## src/design/thor_defines.svh

```systemverilog
// Thor fetch front end sizing macros for program memory and byte addressing
`ifndef THOR_DEFINES_SVH
`define THOR_DEFINES_SVH

// Number of 16-bit parcels held in the program memory
`define MEM_PARCELS 256

// Width of a byte address into program memory
// Two bytes per parcel, so one bit more than the parcel index
`define ADDR_W 9

`endif
```

## src/design/thor_pkg.sv

```systemverilog
// Thor fetch front end types, fetch state encoding and opcode constants
`include "thor_defines.svh"

package thor_pkg;

  // ====================
  // Vector types
  // ====================

  // Primary opcode, always the first byte of an instruction
  typedef logic [7:0] opcode_t;

  // Instruction length in bytes, one of 2, 4, 6 or 8
  typedef logic [3:0] ins_len_t;

  // One 16-bit word of program memory
  typedef logic [15:0] parcel_t;

  // Four parcels, little-endian, opcode in bits 7 to 0
  typedef logic [63:0] instruction_t;

  // Byte address into program memory
  // Instructions are parcel aligned so bit 0 stays clear
  typedef logic [`ADDR_W-1:0] byte_addr_t;

  // ====================
  // Fetch FSM states
  // ====================

  typedef enum logic [1:0] {
    IDLE  = 2'd0,
    READ  = 2'd1,
    ISSUE = 2'd2,
    HALT  = 2'd3
  } fetch_state_t;

  // ====================
  // Opcodes
  // ====================

  // Break, also stops the fetch unit
  localparam opcode_t BRK   = 8'h00;

  // Register forms
  localparam opcode_t R1    = 8'h01;
  localparam opcode_t R2    = 8'h02;

  // Immediate arithmetic and logic, short and long immediates
  localparam opcode_t ADDI  = 8'h04;
  localparam opcode_t ADDIL = 8'h44;
  localparam opcode_t ANDI  = 8'h08;
  localparam opcode_t ANDIL = 8'h48;

  // Displacement load and store
  localparam opcode_t LDO   = 8'h86;
  localparam opcode_t STO   = 8'h96;

  // Single parcel housekeeping
  localparam opcode_t NOP   = 8'hF1;
  localparam opcode_t RTS   = 8'hF2;
  localparam opcode_t PUSH  = 8'hF8;
  localparam opcode_t POP   = 8'hF9;

  // Immediate extension prefixes, named after the bits they carry
  localparam opcode_t EXI7  = 8'h50;
  localparam opcode_t EXI23 = 8'h51;
  localparam opcode_t EXI41 = 8'h52;
  localparam opcode_t EXI55 = 8'h53;

  // Rows 2x and 3x hold branches, rows Dx and Ex the indexed loads and stores
  // They are matched as whole rows in the length decoder

endpackage

```

## src/design/ins_length.sv

```systemverilog
// Instruction length decoder that maps an instruction's opcode to its size in bytes
module ins_length
  import thor_pkg::*;
(
  input  instruction_t ir,
  output ins_len_t     len
);

  // Opcode lives in the low byte of the first parcel
  opcode_t opcode;

  assign opcode = ir[7:0];

  // ====================
  // Length table
  // ====================

  // Only the opcode matters here
  // Anything not listed is treated as a single parcel
  always_comb begin
    casez (opcode)
      // Longest form with an opcode and a 55-bit immediate extension
      EXI55: begin
        len = 4'd8;
      end

      // Three parcel forms with a long immediate or displacement
      R2, ADDIL, ANDIL, LDO, STO, EXI41: begin
        len = 4'd6;
      end

      // Branch rows
      8'h2?, 8'h3?: begin
        len = 4'd6;
      end

      // Indexed load and store rows
      8'hD?, 8'hE?: begin
        len = 4'd6;
      end

      // Two parcel forms with a short immediate
      R1, ADDI, ANDI, EXI23: begin
        len = 4'd4;
      end

      // Single parcel forms such as BRK, NOP, RTS, PUSH, POP and EXI7
      default: begin
        len = 4'd2;
      end
    endcase
  end

endmodule

```

## config.mk

```make
export PLATFORM = sky130hd
export DESIGN_NAME = ins_length
export DESIGN_NICKNAME = d
export VERILOG_FILES = /design/src/design/thor_pkg.sv /design/src/design/ins_length.sv
export VERILOG_INCLUDE_DIRS = /design/src /design/src/design
export SDC_FILE = /design/constraint.sdc
export NUM_CORES = 1
export LEC_CHECK = 0
export ABC_AREA = 1
export ABC_CLOCK_PERIOD_IN_PS = 1700
export BUFFER_PORTS_ARGS = -buffer_cell sky130_fd_sc_hd__clkbuf_2
export CAP_MARGIN = 20
export CORE_AREA = 2 2 39 41
export DETAILED_ROUTE_END_ITERATION = 7
export DIE_AREA = 0 0 41 43
export PLACE_DENSITY = 0.72
export SETUP_SLACK_MARGIN = 0.3
export SYNTH_ARGS = -nofsm -noshare
export SYNTH_HDL_FRONTEND = slang
export SYNTH_SLANG_ARGS = --single-unit
```

## constraint.sdc

```tcl
create_clock -name vclk -period 1.7
set_input_delay 0.255 -clock vclk [all_inputs]
set_output_delay 0.255 -clock vclk [all_outputs]
set_load 0.005 [all_outputs]
```

==> out/metrics.yaml, run 1 <==
outcome:
  status: "completed"
clock_tree:
  cts_resized: 0
  cts_setup_buffers: 0
  postCtsHoldBufs: 0
sta:
  tns_ns: 0
  rsz0062_at_grt: "no"
  hold_viol: 0
  timing.final.crit_share_pct: 75.9
  final_max_slew_viol_count: 0
  period_needed_ns: 1.29
  max_freq_ghz: 0.775
  finalSetupViolCount: 0
worst_hold_path:
  hold_class: "in2out"
detailed_routing:
  vias: 290
  ant_nets: 0
  drtIter0Drc: 7
  first_pass_iters: 4
  vias_per_cell: 3.87
  routed_wl_um: 463
  drc: 0
  wl_per_cell_um: 6.17
logic_synthesis:
  syn-num-nets: 113
  synth.avg_cell_area_um2: 4.24
  seq_area_frac_synth_pct: 0
  synth_top_area_share_pct: 36.1
  yosys_warnings: 0
  synthesis.area_um2: 208
  synthCells: 49
  synth.area.top_cells: "nand2_1, nor2_1, inv_1, nand3_1, nor3b_2"
  synth_area_leader_cell: "nand2_1"
  yosysUniqueCellTypes: 11
final_layout:
  layout_common_cells: "nand2_1, nor2_1, clkbuf_2"
  fin_nets: 125
  fin_util_pct: 19.9
  clock_buffers: 0
  area_growth_pct: 32.5
  antenna_cells: 0
  regArea_um2: 0
  drive_gt1_share_pct: 27.1
  nFlopsAndLatches: 0
  final_common_cell: "nand2_1"
global_route:
  grt_max_degree: 6
  antenna_found_initial: 0
  global_route.overflow_total: 0
  grt_pass1_wl_um: 669
  grt_use_total_pct: 5.00
  grt_pass1_vias: 209
die:
  pin_count: 68
  die_y_um: 43
  die_area_um2: 1760
  row_count: 14
  die_w_um: 41
  coreArea_um2: 1380
  start_util_pct: 15.0
critical_path:
  cp_slowest_stage_delay_ns: 0.19
  worst_path_max_delay_cell: "nor2_1"
  crit_fanout: 5
  worst_ep_arrival_time_ns: 1.04
  cp-end-kind: "primary output"
  required_ns: 1.44
  cp_cell_sequence: "clkbuf_2 -> nor2_1 -> nand2_1 -> nand2_1 -> nand2_1 -> nand2_2 -> inv_2 -> nand2_1 -> clkbuf_2"
  worstSetupStartpointType: "input pin"
  path_common_cell: "nand2_1"
  critical_path_class: "in2out"
job:
  max_cap_violations: 0
power:
  power.density_nw_per_um2: 163
  p_leak_nw: 0.173
  power_frac_clock_pct: 0
  peakVddDrop_uv: 33.9
  p_int_mw: 0.0183
  power.switching_mw: 0.0266
  pwr-share-seq_pct: 0
  swShare_pct: 59.2
  combPwrFrac_pct: 100.0
placed_design:
  port_buffers: 11
  dp_hpwl_um: 426
  gp_congestion: 0.712
[power by group through the flow]
stage / combinational, mW / sequential, mW / clock [mW]
6_report: 0.0449 / 0 / 0
5_1_grt: 0.0512 / 0 / 0
4_1_cts: 0.0455 / 0 / 0
3_5_place_dp: 0.0454 / 0 / 0
3_3_place_gp: 0.0443 / 0 / 0
2_1_floorplan: 0.0265 / 0 / 0
[final cells by class]
| cell class | count | area (um2) |
|---|---|---|
| fill | 177 | 1110 |
| multi-input combinational | 40 | 170 |
| timing repair buffer | 11 | 55.1 |
| inverter | 8 | 30.0 |
| tap | 16 | 20.0 |
[synth_stat cells (all sizes together)]
cell type,number
nor3b,1
buf,1
nand2,21
nor2,13
nand3,3
nand4,1
conb,1
inv,8
[through the flow]
stage | worst slack (ns) | power, mW | cells | hold WS [ns] | instance area (um2)
3_3_place_gp | 0.427 | 0.0443 | 75 | 0.883 | 275
3_5_place_dp | 0.406 | 0.0454 | 75 | 0.884 | 275
6_report | 0.409 | 0.0449 | 75 | 0.880 | 275
5_1_grt | 0.320 | 0.0512 | 75 | 0.912 | 275
2_1_floorplan | 0.696 | 0.0265 | 49 | 0.654 | 208
4_1_cts | 0.402 | 0.0455 | 75 | 0.885 | 275
[routing by layer]
metal / global-route usage (%) / up-vias / wire length (um)
met3: 0 / 0 / 32
met5: 0 / - / 0
met2: 9.38 / 9 / 218
met1: 6.33 / 119 / 212
li1: - / 162 / -
met4: 0 / 0 / 0
[final timing paths]
check	startpoint	endpoint	slack, ns	cells after the start
setup / recovery	ir[5]	len[2]	0.41	9
hold / removal	ir[1]	len[3]	0.88	3
[worst max-delay path, delay by kind of cell]
family	cells	cell delay, ns
and+or+nand+nor	6	0.53
buffers and inverters	3	0.25
[cells by family after synthesis]
| logic type | Yosys count | synth area share (%) |
|---|---|---|
| buffers and inverters | 9 | 18.1 |
| other | 1 | 1.81 |
| AND/OR/NAND/NOR | 39 | 80.1 |
Power figures use the tool's default switching activity.
==> run 2, diff against run 1 <==
ABC_CLOCK_PERIOD_IN_PS = 1300   (was 1700)
clock period = 1.3 ns   (was 1.7 ns; I/O delays follow)
==> run 2 against run 1 <==
  * Non-clock buffer count stayed put
  * First-iteration DRC count down 71%
  * Routed wire length is 21% higher
  * Final area rose by 30%
  * Setup slack got worse by 0.18 ns
  * Largest cell class unchanged
  * Largest power group unchanged
  * Highest routed layer unchanged
==> out/metrics.yaml, run 2 (same netlist as run 1, synthesis figures left out) <==
global_route:
  global_route.overflow_total: 0  # unchanged
  grt_use_total_pct: 5.69  # +0.70 points
  grt_pass1_wl_um: 765  # +14%
  grt_max_degree: 6  # unchanged
  grt_pass1_vias: 226  # +8.1%
  antenna_found_initial: 0  # unchanged
final_layout:
  nFlopsAndLatches: 0  # unchanged
  clock_buffers: 0  # unchanged
  regArea_um2: 0  # unchanged
  fin_nets: 125  # unchanged
  drive_gt1_share_pct: 49.2  # +22 points
  fin_util_pct: 25.9  # +6.1 points
  antenna_cells: 0  # unchanged
  layout_common_cells: "nand2_1, nor2_1, nand2_2"
  final_common_cell: "nand2_1"
  area_growth_pct: 72.9
placed_design:
  dp_hpwl_um: 426  # unchanged
  gp_congestion: 0.712  # unchanged
  pre_cts_slack_ns: 0.126  # -0.280 ns
  port_buffers: 11  # unchanged
detailed_routing:
  wl_per_cell_um: 7.47  # +21%
  ant_nets: 0  # unchanged
  drtIter0Drc: 2  # -5
  vias: 298  # +2.8%
  wl_met3_um: 38  # +19%
  first_pass_iters: 2  # -2
  routed_wl_um: 560  # +21%
  vias_per_cell: 3.97  # +2.8%
  routed.top_layer: "met3"
  wl_met1_um: 229  # +8.0%
  drc: 0  # unchanged
  wl_met2_um: 292  # +34%
critical_path:
  required_ns: 1.11  # -0.33 ns
  worst_path_max_delay_cell: "buf_8"
  cp-end-kind: "primary output"
  worst_ep_arrival_time_ns: 0.88  # -0.16 ns
  path_common_cell: "nand2_1"
  cp_slowest_stage_delay_ns: 0.11  # -0.08 ns
  cp_cell_sequence: "buf_8 -> inv_2 -> nor2_2 -> nand2_2 -> nand2_2 -> nand2_1 -> nand2_1 -> nor2_1 -> nand2_1 -> clkbuf_2"
  crit_fanout: 5  # unchanged
  worstSetupStartpointType: "input pin"
  critical_path_class: "in2out"
outcome:
  status: "completed"
die:
  pin_count: 68  # unchanged
  die_w_um: 41  # unchanged
  coreArea_um2: 1380  # unchanged
  die_y_um: 43  # unchanged
  die_area_um2: 1760  # unchanged
  row_count: 14  # unchanged
  start_util_pct: 15.0  # unchanged
clock_tree:
  cts_setup_buffers: 0  # unchanged
  postCtsHoldBufs: 0  # unchanged
sta:
  max_freq_ghz: 0.933
  hold_viol: 0  # unchanged
  rsz0062_at_grt: "yes"
  final_max_slew_viol_count: 0  # unchanged
  finalSetupViolCount: 0  # unchanged
  tns_ns: 0  # unchanged
  setup_slack_ns: 0.228  # -0.181 ns
  fin_hold_ws_ns: 0.752  # -0.128 ns
  timing.final.crit_share_pct: 82.5
  period_needed_ns: 1.07
power:
  power.density_nw_per_um2: 243  # +49%
  p_leak_nw: 0.188  # +8.8%
  peakVddDrop_uv: 56.8  # +68%
worst_hold_path:
  hold_class: "in2out"
job:
  max_cap_violations: 0  # unchanged
## run 2: cell count changes in the layout (fill, tap and decap cells not counted)
cell / delta
nand2_2: +5
inv_4: +1
buf_2: +1
nand3_1: -1
buf_8: +2
nor2_2: +1
nand2_1: -5
nor2_1: -4
inv_1: -3
nor2_4: +3
nand3_2: +1
clkbuf_2: -6
inv_2: +2
buf_6: +3
## run 2: worst max-delay path: cells and delay by family
kind          cells  cell delay, ns
simple gates      7            0.43
buf+inv           3            0.25
## run 2: repair_timing
item | in CTS | in global routing
resized for setup | 5 | 30
endpoints found under the setup margin | 3 | 3
pin swaps | 6 | 14
## run 2: area by class of cell
| class | count | area (um2) |
|---|---|---|
| fillers | 179 | 1020 |
| repair buffers | 11 | 93.8 |
| multi-input cells | 40 | 213 |
| inverters | 8 | 32.5 |
| well taps | 16 | 20.0 |
## run 2: worst paths after layout
check   from      to  slack [ns]  cells past startpoint
max    ir[6]  len[2]        0.23                     10
min    ir[3]  len[3]        0.75                      5
## run 2: through the flow
stage               total power [mW]  instance area, um2  std cells
floorplan                     0.0347                 208         49
global placement              0.0579                 275         75
detailed placement            0.0594                 275         75
CTS                           0.0657                 294         75
global route                  0.0970                 359         75
finish                        0.0874                 359         75
## run 2: where the power goes
part | switching (mW) | internal, mW
logic | 0.0461 | 0.0413
clock network | 0 | 0
registers | 0 | 0
total | 0.0461 | 0.0413
## run 2: layer usage
layer | vias to the layer above | track usage, %
met5 | - | 0
met4 | 0 | 0
met3 | 0 | 0
met2 | 6 | 10.0
met1 | 127 | 7.91
li1 | 165 | -
