## src/design/thor_defines.svh

```systemverilog
// Thor fetch front end sizing macros for program memory and byte addressing
`ifndef THOR_DEFINES_SVH
`define THOR_DEFINES_SVH

// Number of 16-bit parcels held in the program memory
`define MEM_PARCELS 256

// Width of a byte address into program memory
// Two bytes per parcel, so one bit more than the parcel index
`define ADDR_W 9

`endif
```

## src/design/thor_pkg.sv

```systemverilog
// Thor fetch front end types, fetch state encoding and opcode constants
`include "thor_defines.svh"

package thor_pkg;

  // ====================
  // Vector types
  // ====================

  // Primary opcode, always the first byte of an instruction
  typedef logic [7:0] opcode_t;

  // Instruction length in bytes, one of 2, 4, 6 or 8
  typedef logic [3:0] ins_len_t;

  // One 16-bit word of program memory
  typedef logic [15:0] parcel_t;

  // Four parcels, little-endian, opcode in bits 7 to 0
  typedef logic [63:0] instruction_t;

  // Byte address into program memory
  // Instructions are parcel aligned so bit 0 stays clear
  typedef logic [`ADDR_W-1:0] byte_addr_t;

  // ====================
  // Fetch FSM states
  // ====================

  typedef enum logic [1:0] {
    IDLE  = 2'd0,
    READ  = 2'd1,
    ISSUE = 2'd2,
    HALT  = 2'd3
  } fetch_state_t;

  // ====================
  // Opcodes
  // ====================

  // Break, also stops the fetch unit
  localparam opcode_t BRK   = 8'h00;

  // Register forms
  localparam opcode_t R1    = 8'h01;
  localparam opcode_t R2    = 8'h02;

  // Immediate arithmetic and logic, short and long immediates
  localparam opcode_t ADDI  = 8'h04;
  localparam opcode_t ADDIL = 8'h44;
  localparam opcode_t ANDI  = 8'h08;
  localparam opcode_t ANDIL = 8'h48;

  // Displacement load and store
  localparam opcode_t LDO   = 8'h86;
  localparam opcode_t STO   = 8'h96;

  // Single parcel housekeeping
  localparam opcode_t NOP   = 8'hF1;
  localparam opcode_t RTS   = 8'hF2;
  localparam opcode_t PUSH  = 8'hF8;
  localparam opcode_t POP   = 8'hF9;

  // Immediate extension prefixes, named after the bits they carry
  localparam opcode_t EXI7  = 8'h50;
  localparam opcode_t EXI23 = 8'h51;
  localparam opcode_t EXI41 = 8'h52;
  localparam opcode_t EXI55 = 8'h53;

  // Rows 2x and 3x hold branches, rows Dx and Ex the indexed loads and stores
  // They are matched as whole rows in the length decoder

endpackage

```

## src/design/ins_fetch.sv

```systemverilog
// Fetch FSM that walks the program, issues aligned instructions and halts after BRK
`include "thor_defines.svh"

module ins_fetch
  import thor_pkg::*;
(
  input  logic         clk,
  input  logic         reset,
  input  logic         start,
  input  byte_addr_t   start_pc,
  input  logic         hold,
  output logic         rd_en,
  output byte_addr_t   rd_pc,
  input  instruction_t window,
  input  ins_len_t     len,
  output logic         ins_valid,
  output instruction_t ins,
  output byte_addr_t   ins_pc,
  output ins_len_t     ins_len,
  output logic         halted
);

  fetch_state_t state;
  fetch_state_t state_next;

  // Byte address of the instruction being fetched or issued
  byte_addr_t pc;
  byte_addr_t pc_next;

  // Decoded length widened to address width for the pc add
  byte_addr_t len_ext;

  // High while the window holds a BRK
  logic is_brk;

  // Issue handshake of the current cycle
  logic issue;

  assign len_ext = {{(`ADDR_W - 4){1'b0}}, len};
  assign is_brk  = (window[7:0] == BRK);
  assign issue   = (state == ISSUE) && !hold;

  // ====================
  // Next state
  // ====================

  always_comb begin
    state_next = state;
    pc_next    = pc;
    case (state)
      // Idle and halted both wait for a start pulse
      IDLE, HALT: begin
        if (start) begin
          state_next = READ;
          pc_next    = start_pc;
        end
      end

      // Single read cycle, the window lands at the next edge
      READ: begin
        state_next = ISSUE;
      end

      // Stay here while held, the window register keeps its value
      ISSUE: begin
        if (issue) begin
          // Address space wraps, same as the memory
          pc_next = pc + len_ext;
          if (is_brk) begin
            state_next = HALT;
          end else begin
            state_next = READ;
          end
        end
      end

      default: begin
        state_next = IDLE;
      end
    endcase
  end

  // ====================
  // Registers
  // ====================

  always_ff @(posedge clk) begin
    if (reset) begin
      state <= IDLE;
      pc    <= '0;
    end else begin
      state <= state_next;
      pc    <= pc_next;
    end
  end

  // ====================
  // Outputs
  // ====================

  // Memory request for the current pc
  assign rd_en = (state == READ);
  assign rd_pc = pc;

  // Issue strobe drops while hold is high, so back-pressure costs no data
  assign ins_valid = issue;

  // Whole window goes out, bytes past ins_len are don't-care for the consumer
  assign ins     = window;
  assign ins_pc  = pc;
  assign ins_len = len;

  // Level until the next start pulse
  assign halted = (state == HALT);

endmodule

```

## config.mk

```make
export PLATFORM = sky130hd
export DESIGN_NAME = ins_fetch
export DESIGN_NICKNAME = d
export VERILOG_FILES = /design/src/design/thor_pkg.sv /design/src/design/ins_fetch.sv
export VERILOG_INCLUDE_DIRS = /design/src /design/src/design
export SDC_FILE = /design/constraint.sdc
export NUM_CORES = 1
export LEC_CHECK = 0
export BUFFER_PORTS_ARGS = -buffer_cell sky130_fd_sc_hd__buf_2
export CORE_MARGIN = 2
export CORE_UTILIZATION = 32
export CTS_BUF_LIST = sky130_fd_sc_hd__clkbuf_4
export DETAILED_ROUTE_END_ITERATION = 8
export GPL_TIMING_DRIVEN = 0
export HOLD_SLACK_MARGIN = 0.08
export PLACE_DENSITY = 0.87
export SLEW_MARGIN = 20
export SYNTH_ARGS = -nofsm -noshare
export SYNTH_HDL_FRONTEND = slang
export SYNTH_SLANG_ARGS = --single-unit
```

## constraint.sdc

```tcl
create_clock -name clk -period 2.3 [get_ports clk]
set_clock_uncertainty 0.2 [all_clocks]
set_input_delay 0.345 -clock clk [delete_from_list [all_inputs] [get_ports clk]]
set_output_delay 0.345 -clock clk [all_outputs]
set_load 0.02 [all_outputs]
```

==> results of run 1 <==
[routing by layer]
metal / global-route usage / vias up / wire (um)
met5: 0 / - / 0
met4: 0.0247 / 0 / 31
met3: 0.0306 / 6 / 372
met2: 0.261 / 101 / 2030
met1: 0.168 / 683 / 1540
li1: - / 795 / -
[kinds of logic (layout without fill, tap and decap cells)]
| family | Yosys count | count (layout) | share of synthesized area |
|---|---|---|---|
| AND/OR/NAND/NOR | 41 | 41 | 0.161 |
| XOR/XNOR | 2 | 2 | 0.0117 |
| adder cells (fa/ha/maj) | 9 | 9 | 0.0801 |
| buffers and inverters | 92 | 209 | 0.434 |
| AO/OA/AOI/OAI | 29 | 29 | 0.153 |
| multiplexers | 2 | 2 | 0.0134 |
| flip-flops | 11 | 11 | 0.147 |
[state kept, by name (all words and copies together) (netlist names)]
name    count
ins_pc      9
state       2
[power groups by stage]
stage,clock network (uW),logic (uW),registers [uW]
after detailed placement,0,738,276
after CTS,142,748,274
final,139,752,274
after global placement,0,722,276
after floorplan,0,513,301
after global routing,153,813,283
[metrics by stage]
step / util / worst slack (ps) / hold slack (ps) / cells
6_report: 0.490 / 146 / 135 / 355
2_1_floorplan: - / 142 / 245 / 186
3_5_place_dp: 0.479 / -37.6 / 320 / 351
5_1_grt: 0.490 / 16.8 / 140 / 355
4_1_cts: 0.488 / 14.3 / 132 / 355
3_3_place_gp: 0.479 / -13.4 / 305 / 351
[worst max-delay path by stage]
stage | endpoint | from | cells after the start
floorplan | ins_pc[6] | ins_pc[0] | 7
global placement | ins_pc[3] | state[0] | 7
detailed placement | ins_pc[3] | state[0] | 7
CTS | ins_pc[6] | ins_pc[0] | 7
global route | ins_pc[6] | ins_pc[0] | 7
finish | ins_pc[1] | state[0] | 8
[repair_timing]
item                                    CTS  global route
pin swaps                                 0             0
endpoints found under the setup margin    2             4
gates cloned                              0             0
resized for setup                         3             3
[final cells by class]
cell class	instances	area, um^2
fill	450	2260
clock inverter	1	5.00
tap	52	65.1
inverter	9	33.8
clock buffer	3	22.5
sequential	11	221
buffer	83	618
timing repair buffer	113	566
multi-input combinational	83	648
[placed cells by master, fill, tap and decap left out, drive strengths merged, types with 2 or more instances in the layout]
cell    instances
nor2           13
nand2b          2
ha              8
inv             9
a21oi           5
nand2           3
nand4b          2
buf           193
nor4            3
a31oi           3
nor3            3
a211oi          5
clkbuf          6
mux2i           2
nand3           4
nor2b           2
dfxtp          11
and2            2
and4            2
[cells in the mapped netlist (2+ instances only)]
cell	count
ha_1	8
nand3_1	4
mux2i_1	2
and4_2	2
dfxtp_1	11
nor3_1	2
a211oi_1	5
nand4b_1	2
and2_1	2
nor4_1	3
nor2_1	13
buf_6	2
inv_1	9
buf_4	77
a31oi_1	3
clkbuf_1	3
a21oi_1	5
nand2_1	3
nand2b_1	2
[worst reg2reg max path, delay by kind of cell (launching register included)]
family | cells | cell delay (ps)
compound gates | 2 | 270
flops | 1 | 370
simple gates | 2 | 530
fa+ha+maj | 1 | 330
buf+inv | 3 | 320
==> flow_summary_export.csv, run 1 <==
group,metric,value,unit
die,rows,24,
status,status,"finished, final reports clean",
power_and_ir_drop,pwr_density_cell,535,mW/mm^2
setup_path,path_class,"reg2reg",
timing,tns,0,ps
timing,period_needed,2150,ps
finish,layout-drive-gt1-share,0.690,
setup_path,cp.required,2250,ps
die,die_h,72.4,um
synthesis,synth_nets,276,
place,io_buffers,113,
setup_path,critPathCaptureType,"register",
min_path,hp-class,"in2reg",
setup_path,slowest_delay,380,ps
setup_path,reg2reg_to,"ins_pc[1]",
power_and_ir_drop,irDropWorstVdd,0.254,mV
die,fp.coreArea,0.00444,mm^2
clock_network,numCtsBuffers,3,
detailed_routing,routed_wirelength,3980,um
clock_network,clk_latency,280,ps
synthesis,seq_area_frac_synth,0.147,
setup_path,worst-path-buf-inv,3,
synthesis,ys_warn_count,0,
power_and_ir_drop,sw_frac_of_total,0.450,
timing,hold_viol,0,
setup_path,worstSetupStartpointType,"register",
setup_path,rrSetupSlack,150,ps
synthesis,yosysUniqueCellTypes,47,
synthesis,synth_flop_cell,"dfxtp_1",
clock_network,clk_pin_slew,80,ps
synthesis,synth_area,0.00150,mm^2
power_and_ir_drop,internal_power,641,uW
power_and_ir_drop,p_leak,0.00123,uW
setup_path,critical-path-top-delay-family,"simple AND/OR/NAND/NOR gates",
place,dpl-instance-area,0.00213,mm^2
timing,post-route-period-util,0.937,
synthesis,async_flop_share,0,
global_route,grt_max_degree,11,
clock_network,root_buffer,"clkbuf_4",
clock_network,hold_buffers,0,
timing,rsz0062_at_grt,"no",
finish,finalInstanceArea,0.00218,mm^2
global_route,grt-ovfl-total,0,
finish,diodes,0,
die,ios,170,
finish,area_growth,45.4,%
run,cap_violations,0,
setup_path,worstReg2RegStart,"state[0]",
synthesis,synth_top_area_cell,"buf_4",
power_and_ir_drop,power_frac_clock,0.119,
power_and_ir_drop,comb_power_share,0.645,
synthesis,ys_seq_elements,11,
die,dieArea,0.00525,mm^2
synthesis,syn_inst,186,
die,start_util,0.337,
global_route,antenna_found_initial,0,
min_path,whs_path_depth,2,
timing,fmax,464,MHz
global_route,grt_pass1_wl,5960,um
timing,worstMarginPinSlew,505,ps
detailed_routing,wire_per_inst,11.2,um
detailed_routing,vias,1585,
min_path,worstHoldStart,"reset",
synthesis,synth_area_leaders,"buf_4, dfxtp_1, ha_1, nor2_1, a211oi_1",
detailed_routing,viasPerCell,4.46,
timing,finalSetupViolCount,0,
place,dp_hpwl,3380,um
die,die_w,72.4,um
clock_network,clk_path_buf_depth,2,
timing,max_slew_margin,0.663,
min_path,hold_path_end,"ins_pc[3]",
setup_path,crit_chain,"inv_1 > ha_2 > nor2b_4 > buf_6 > or3_4 > buf_6 > a211oi_1 > a211oi_1",
setup_path,crit_path_max_fanout,8,
detailed_routing,antenna_left,0,
setup_path,critical-path-slowest-cell,"or3_4",
detailed_routing,drc,0,
synthesis,syn_avg_cell_area,8.06,um^2
global_route,grtUsageTotal,0.141,
synthesis,synth_top_area_frac,0.386,
finish,nets,394,
clock_network,cts_setup_buffers,0,
detailed_routing,drtIter0Drc,54,
clock_network,cts.sink_count,11,
timing,finalMaxSlewViolations,0,
setup_path,worst_ep_arrival_time,2100,ps
clock_network,cts_tree,"done",
clock_network,cts_htree_levels,1,
power_and_ir_drop,p_sw,524,uW
place,place_congestion,0.826,
power_and_ir_drop,power,1170,uW
setup_path,reg2reg_depth,8,
power_and_ir_drop,power_frac_seq,0.235,
global_route,grt_pass1_vias,1338,
detailed_routing,firstDrtPassIters,4,
synthesis,synth-edff-count,0,
Power figures use the tool's default switching activity.
==> run 2, diff against run 1 <==
==> constraint.sdc (replaced) <==
create_clock -name clk -period 1.86 [get_ports clk]
set_clock_uncertainty 0.2 [all_clocks]
set_input_delay 0.372 -clock clk [delete_from_list [all_inputs] [get_ports clk]]
set_output_delay 0.372 -clock clk [all_outputs]
set_load 0.02 [all_outputs]
==> flow_summary_export.csv, run 2 (same netlist as run 1, synthesis figures left out) <==
group,metric,value,unit
detailed_routing,antenna_left,0,
detailed_routing,drc,0,
finish,diodes,0,
detailed_routing,viasPerCell,4.53,
timing,tns,-7.40,ps
detailed_routing,routed_wirelength,4340,um
place,dp_hpwl,3570,um
die,die_h,72.4,um
clock_network,clk_latency,270,ps
clock_network,hold_buffers,0,
timing,finalSetupViolCount,1,
global_route,grt_max_degree,11,
detailed_routing,firstDrtPassIters,4,
timing,worst_slack,-7.40,ps
die,start_util,0.337,
clock_network,cts_htree_levels,1,
global_route,grt_pass1_wl,6540,um
finish,fillers,419,
timing,period_needed,1870,ps
global_route,grtUsageTotal,0.155,
timing,fmax,536,MHz
clock_network,clk_pin_slew,80,ps
timing,max_slew_margin,0.624,
finish,nets,403,
detailed_routing,wl_met1,1540,um
run,cap_violations,0,
setup_path,worstSetupStartpointType,"register",
detailed_routing,wire_per_inst,11.9,um
place,place_congestion,0.818,
detailed_routing,top_layer_used,"met4",
setup_path,path_class,"reg2reg",
timing,rsz0062_at_grt,"yes",
clock_network,root_buffer,"clkbuf_4",
min_path,hp-class,"in2reg",
global_route,grt-ovfl-total,0,
finish,largest_register_ff_count,9,
setup_path,worst_ep_arrival_time,1860,ps
clock_network,cts_tree,"done",
timing,hold_viol,0,
clock_network,numCtsBuffers,3,
die,rows,24,
die,dieArea,0.00525,mm^2
place,io_buffers,113,
setup_path,critPathCaptureType,"register",
status,status,"finished, violations left",
global_route,grt_pass1_vias,1546,
die,die_w,72.4,um
die,ios,170,
die,fp.coreArea,0.00444,mm^2
power_and_ir_drop,p_leak,0.00129,uW
min_path,whs_path_depth,2,
timing,finalMaxSlewViolations,0,
setup_path,crit_path_max_fanout,6,
setup_path,reg2reg_depth,7,
global_route,antenna_found_initial,0,
clock_network,cts.sink_count,11,
detailed_routing,drtIter0Drc,70,
power_and_ir_drop,pwr_density_cell,682,mW/mm^2
timing,post-route-period-util,1.00,
finish,layout_common_cells,"buf_2, buf_4, nor2_1",
finish,area_growth,57.5,%
power_and_ir_drop,irDropWorstVdd,0.213,mV
timing,fin_hold_ws,177,ps
finish,final_util,0.531,
timing,worstMarginPinSlew,563,ps
detailed_routing,route.met3.wl,435,um
finish,layout-drive-gt1-share,0.756,
finish,final_common_cell,"buf_2",
setup_path,cp.required,1850,ps
status,violations,"negative setup slack",
clock_network,clk_path_buf_depth,2,
detailed_routing,route.met2.wl,2320,um
detailed_routing,vias,1650,
==> run 2: worst paths after layout <==
path / startpoint / endpoint / slack (ps)
worst max register to register: ins_pc[0] / ins_pc[6] / -7
worst max-delay path: ins_pc[0] / ins_pc[6] / -7
worst min-delay path: reset / ins_pc[3] / 180
worst min register to register: ins_pc[6] / ins_pc[6] / 310
==> run 2: report_power, final <==
group	internal (uW)	total [uW]	switching, uW
Combinational	527	1070	547
Sequential	285	345	60.8
Clock	97.6	190	92.1
Total	910	1610	700
==> run 2: timing repair <==
item | in CTS | in global routing
setup buffers | 11 | 1
hold endpoints to repair | 0 | 0
pin swaps | 10 | 10
resized for setup | 11 | 12
endpoints found under the setup margin | 11 | 10
==> run 2: worst max-delay path, cell delays in order (launching register included) <==
cell and delay, ps:
dfxtp_4 360, ha_4 130, inv_2 30, fa_2 330
nand2b_4 160, a21oi_4 220, a32oi_1 90, a221oi_1 270
==> run 2: area by class of cell <==
cell class / instances / area (um^2) / share of cell area
tap: 52 / 65.1 / 0.0276
sequential: 11 / 230 / 0.0975
buffer: 80 / 601 / 0.254
inverter: 9 / 38.8 / 0.0164
timing repair buffer: 125 / 666 / 0.282
multi-input combinational: 83 / 731 / 0.309
clock buffer: 4 / 30.0 / 0.0127
==> run 2: stage by stage <==
stage	total power, uW	instances	instance area (um^2)	setup slack, ps
after detailed placement	1310	351	2180	-304
after floorplan	1060	186	1550	-34.7
after global placement	1290	351	2180	-258
final	1610	364	2360	-7.40
after global routing	1720	364	2360	-103
after CTS	1570	363	2300	-35.0
==> run 2: per-layer routing <==
| metal | up-vias | global-route usage |
|---|---|---|
| met5 | - | 0 |
| met4 | 0 | 0.0597 |
| met3 | 6 | 0.0292 |
| met2 | 103 | 0.300 |
| met1 | 731 | 0.163 |
| li1 | 810 | - |
==> run 3, diff against run 2 <==
Settings changed: BUFFER_PORTS_ARGS -buffer_cell sky130_fd_sc_hd__buf_2 to default, CORE_AREA from default to 2 2 67 69, CORE_MARGIN 2 to default, CORE_UTILIZATION 32 to default, DIE_AREA from default to 0 0 69 71, DONT_BUFFER_PORTS from default to 1, PLACE_DENSITY 0.87 to 0.59.
==> flow_summary_export.csv, run 3 (same netlist as run 1, synthesis figures left out) <==
group,metric,value,unit
die,die_h,71,um
place,io_buffers,0,
timing,max_slew_margin,0.655,
detailed_routing,wl_met1,1270,um
place,place_congestion,0.779,
finish,regArea,231,um^2
finish,nets,287,
timing,hold_viol,0,
global_route,grt_max_degree,11,
power_and_ir_drop,irDropWorstVdd,0.255,mV
finish,final_common_cell,"buf_4",
timing,rsz0062_at_grt,"yes",
place,post-place-ws,-284,ps
place,dpl-instance-area,0.00162,mm^2
finish,area_growth,16.9,%
finish,diodes,0,
die,fp.coreArea,0.00420,mm^2
power_and_ir_drop,p_leak,0.000805,uW
timing,period_needed,1940,ps
detailed_routing,routed_wirelength,3590,um
run,cap_violations,0,
setup_path,path_class,"reg2reg",
min_path,hp-class,"in2reg",
global_route,grt_pass1_wl,5430,um
clock_network,cts.sink_count,11,
status,violations,"negative setup slack",
clock_network,clk_pin_slew,80,ps
setup_path,worst_ep_arrival_time,1920,ps
detailed_routing,viasPerCell,5.00,
finish,multi_input_area,718,um^2
global_route,grt_pass1_vias,1134,
setup_path,crit_path_max_fanout,6,
finish,final_util,0.417,
detailed_routing,antenna_left,0,
detailed_routing,top_layer_used,"met4",
detailed_routing,route.met3.wl,495,um
global_route,grt-ovfl-total,0,
finish,layout_common_cells,"buf_4, nor2_1, inv_1, ha_1, dfxtp_1",
timing,finalMaxSlewViolations,0,
clock_network,numCtsBuffers,3,
global_route,antenna_found_initial,0,
timing,finalSetupViolCount,2,
finish,finalInstanceArea,0.00175,mm^2
finish,layout-drive-gt1-share,0.612,
timing,worst_slack,-79.8,ps
clock_network,cts_htree_levels,1,
timing,post-route-period-util,1.04,
clock_network,clk_latency,270,ps
detailed_routing,drtIter0Drc,85,
die,ios,170,
die,die_w,69,um
timing,fmax,516,MHz
detailed_routing,drc,0,
detailed_routing,route.met2.wl,1810,um
finish,largest_register_ff_count,9,
die,dieArea,0.00490,mm^2
clock_network,root_buffer,"clkbuf_4",
finish,fillers,418,
clock_network,cts_tree,"done",
die,rows,24,
detailed_routing,firstDrtPassIters,4,
setup_path,worstSetupStartpointType,"register",
setup_path,critPathCaptureType,"register",
status,status,"finished, violations left",
power_and_ir_drop,pwr_density_cell,806,mW/mm^2
die,start_util,0.357,
timing,worstMarginPinSlew,517,ps
setup_path,cp.required,1840,ps
global_route,grtUsageTotal,0.135,
detailed_routing,vias,1239,
detailed_routing,wire_per_inst,14.5,um
place,dp_hpwl,2900,um
clock_network,clk_path_buf_depth,2,
-- run 3: cell types whose count changed in the layout (fill, tap and decap cells not counted), moves of 2 or more --
cell | before | now
buf_4 | 88 | 84
ha_1 | 4 | 6
buf_2 | 112 | 0
ha_4 | 4 | 2
-- run 3: worst max-delay path, stage by stage (launching register included) --
cell	delay [ps]
dfxtp_4	410
ha_4	150
inv_2	30
fa_2	330
nand2b_4	150
a21oi_4	220
a32oi_1	100
a221oi_1	260
-- run 3: path summary, 6_finish.rpt --
path,from,to,slack (ps),cells past startpoint
worst max register to register,ins_pc[0],ins_pc[6],-80,7
worst max-delay path,ins_pc[0],ins_pc[6],-80,7
worst min register to register,ins_pc[0],ins_pc[0],380,2
worst min-delay path,reset,ins_pc[4],100,2
-- run 3: per-stage QoR --
stage	hold slack, ps	TNS (ps)	total power, uW	cells
final	98.2	-86.2	1410	248
after global routing	104	-712	1520	248
after CTS	-24.3	-169	1400	246
after detailed placement	277	-1560	1160	238
after global placement	276	-1410	1150	238
after floorplan	272	-71.9	1060	186
-- run 3: cell type report --
| cell class | instances | share of cell area |
|---|---|---|
| multi-input cells | 83 | 0.410 |
| plain buffers | 80 | 0.341 |
| flip-flops and latches | 11 | 0.132 |
| repair buffers | 9 | 0.0421 |
| well taps | 52 | 0.0371 |
| inverters | 9 | 0.0207 |
| clock buffers | 4 | 0.0171 |
-- run 3: report_power, final --
group	total, uW	switching, uW	leakage (uW)	internal [uW]
clock	189	91.6	0.0000184	97.6
sequential	399	113	0.0000930	286
combinational	825	436	0.000693	389
total	1410	641	0.000805	773
-- run 3: repair_timing --
action                                 CTS  global route
endpoints found under the hold margin    1             1
setup buffers                            7             1
pin swaps                               10            11
setup endpoints to repair               11            10
gates resized for setup                 13             8
-- run 3: metal layers --
| layer | vias to the layer above | GRT usage |
|---|---|---|
| li1 | 579 | - |
| met1 | 547 | 0.158 |
| met2 | 111 | 0.235 |
| met3 | 2 | 0.0442 |
| met4 | 0 | 0.0392 |
| met5 | - | 0 |
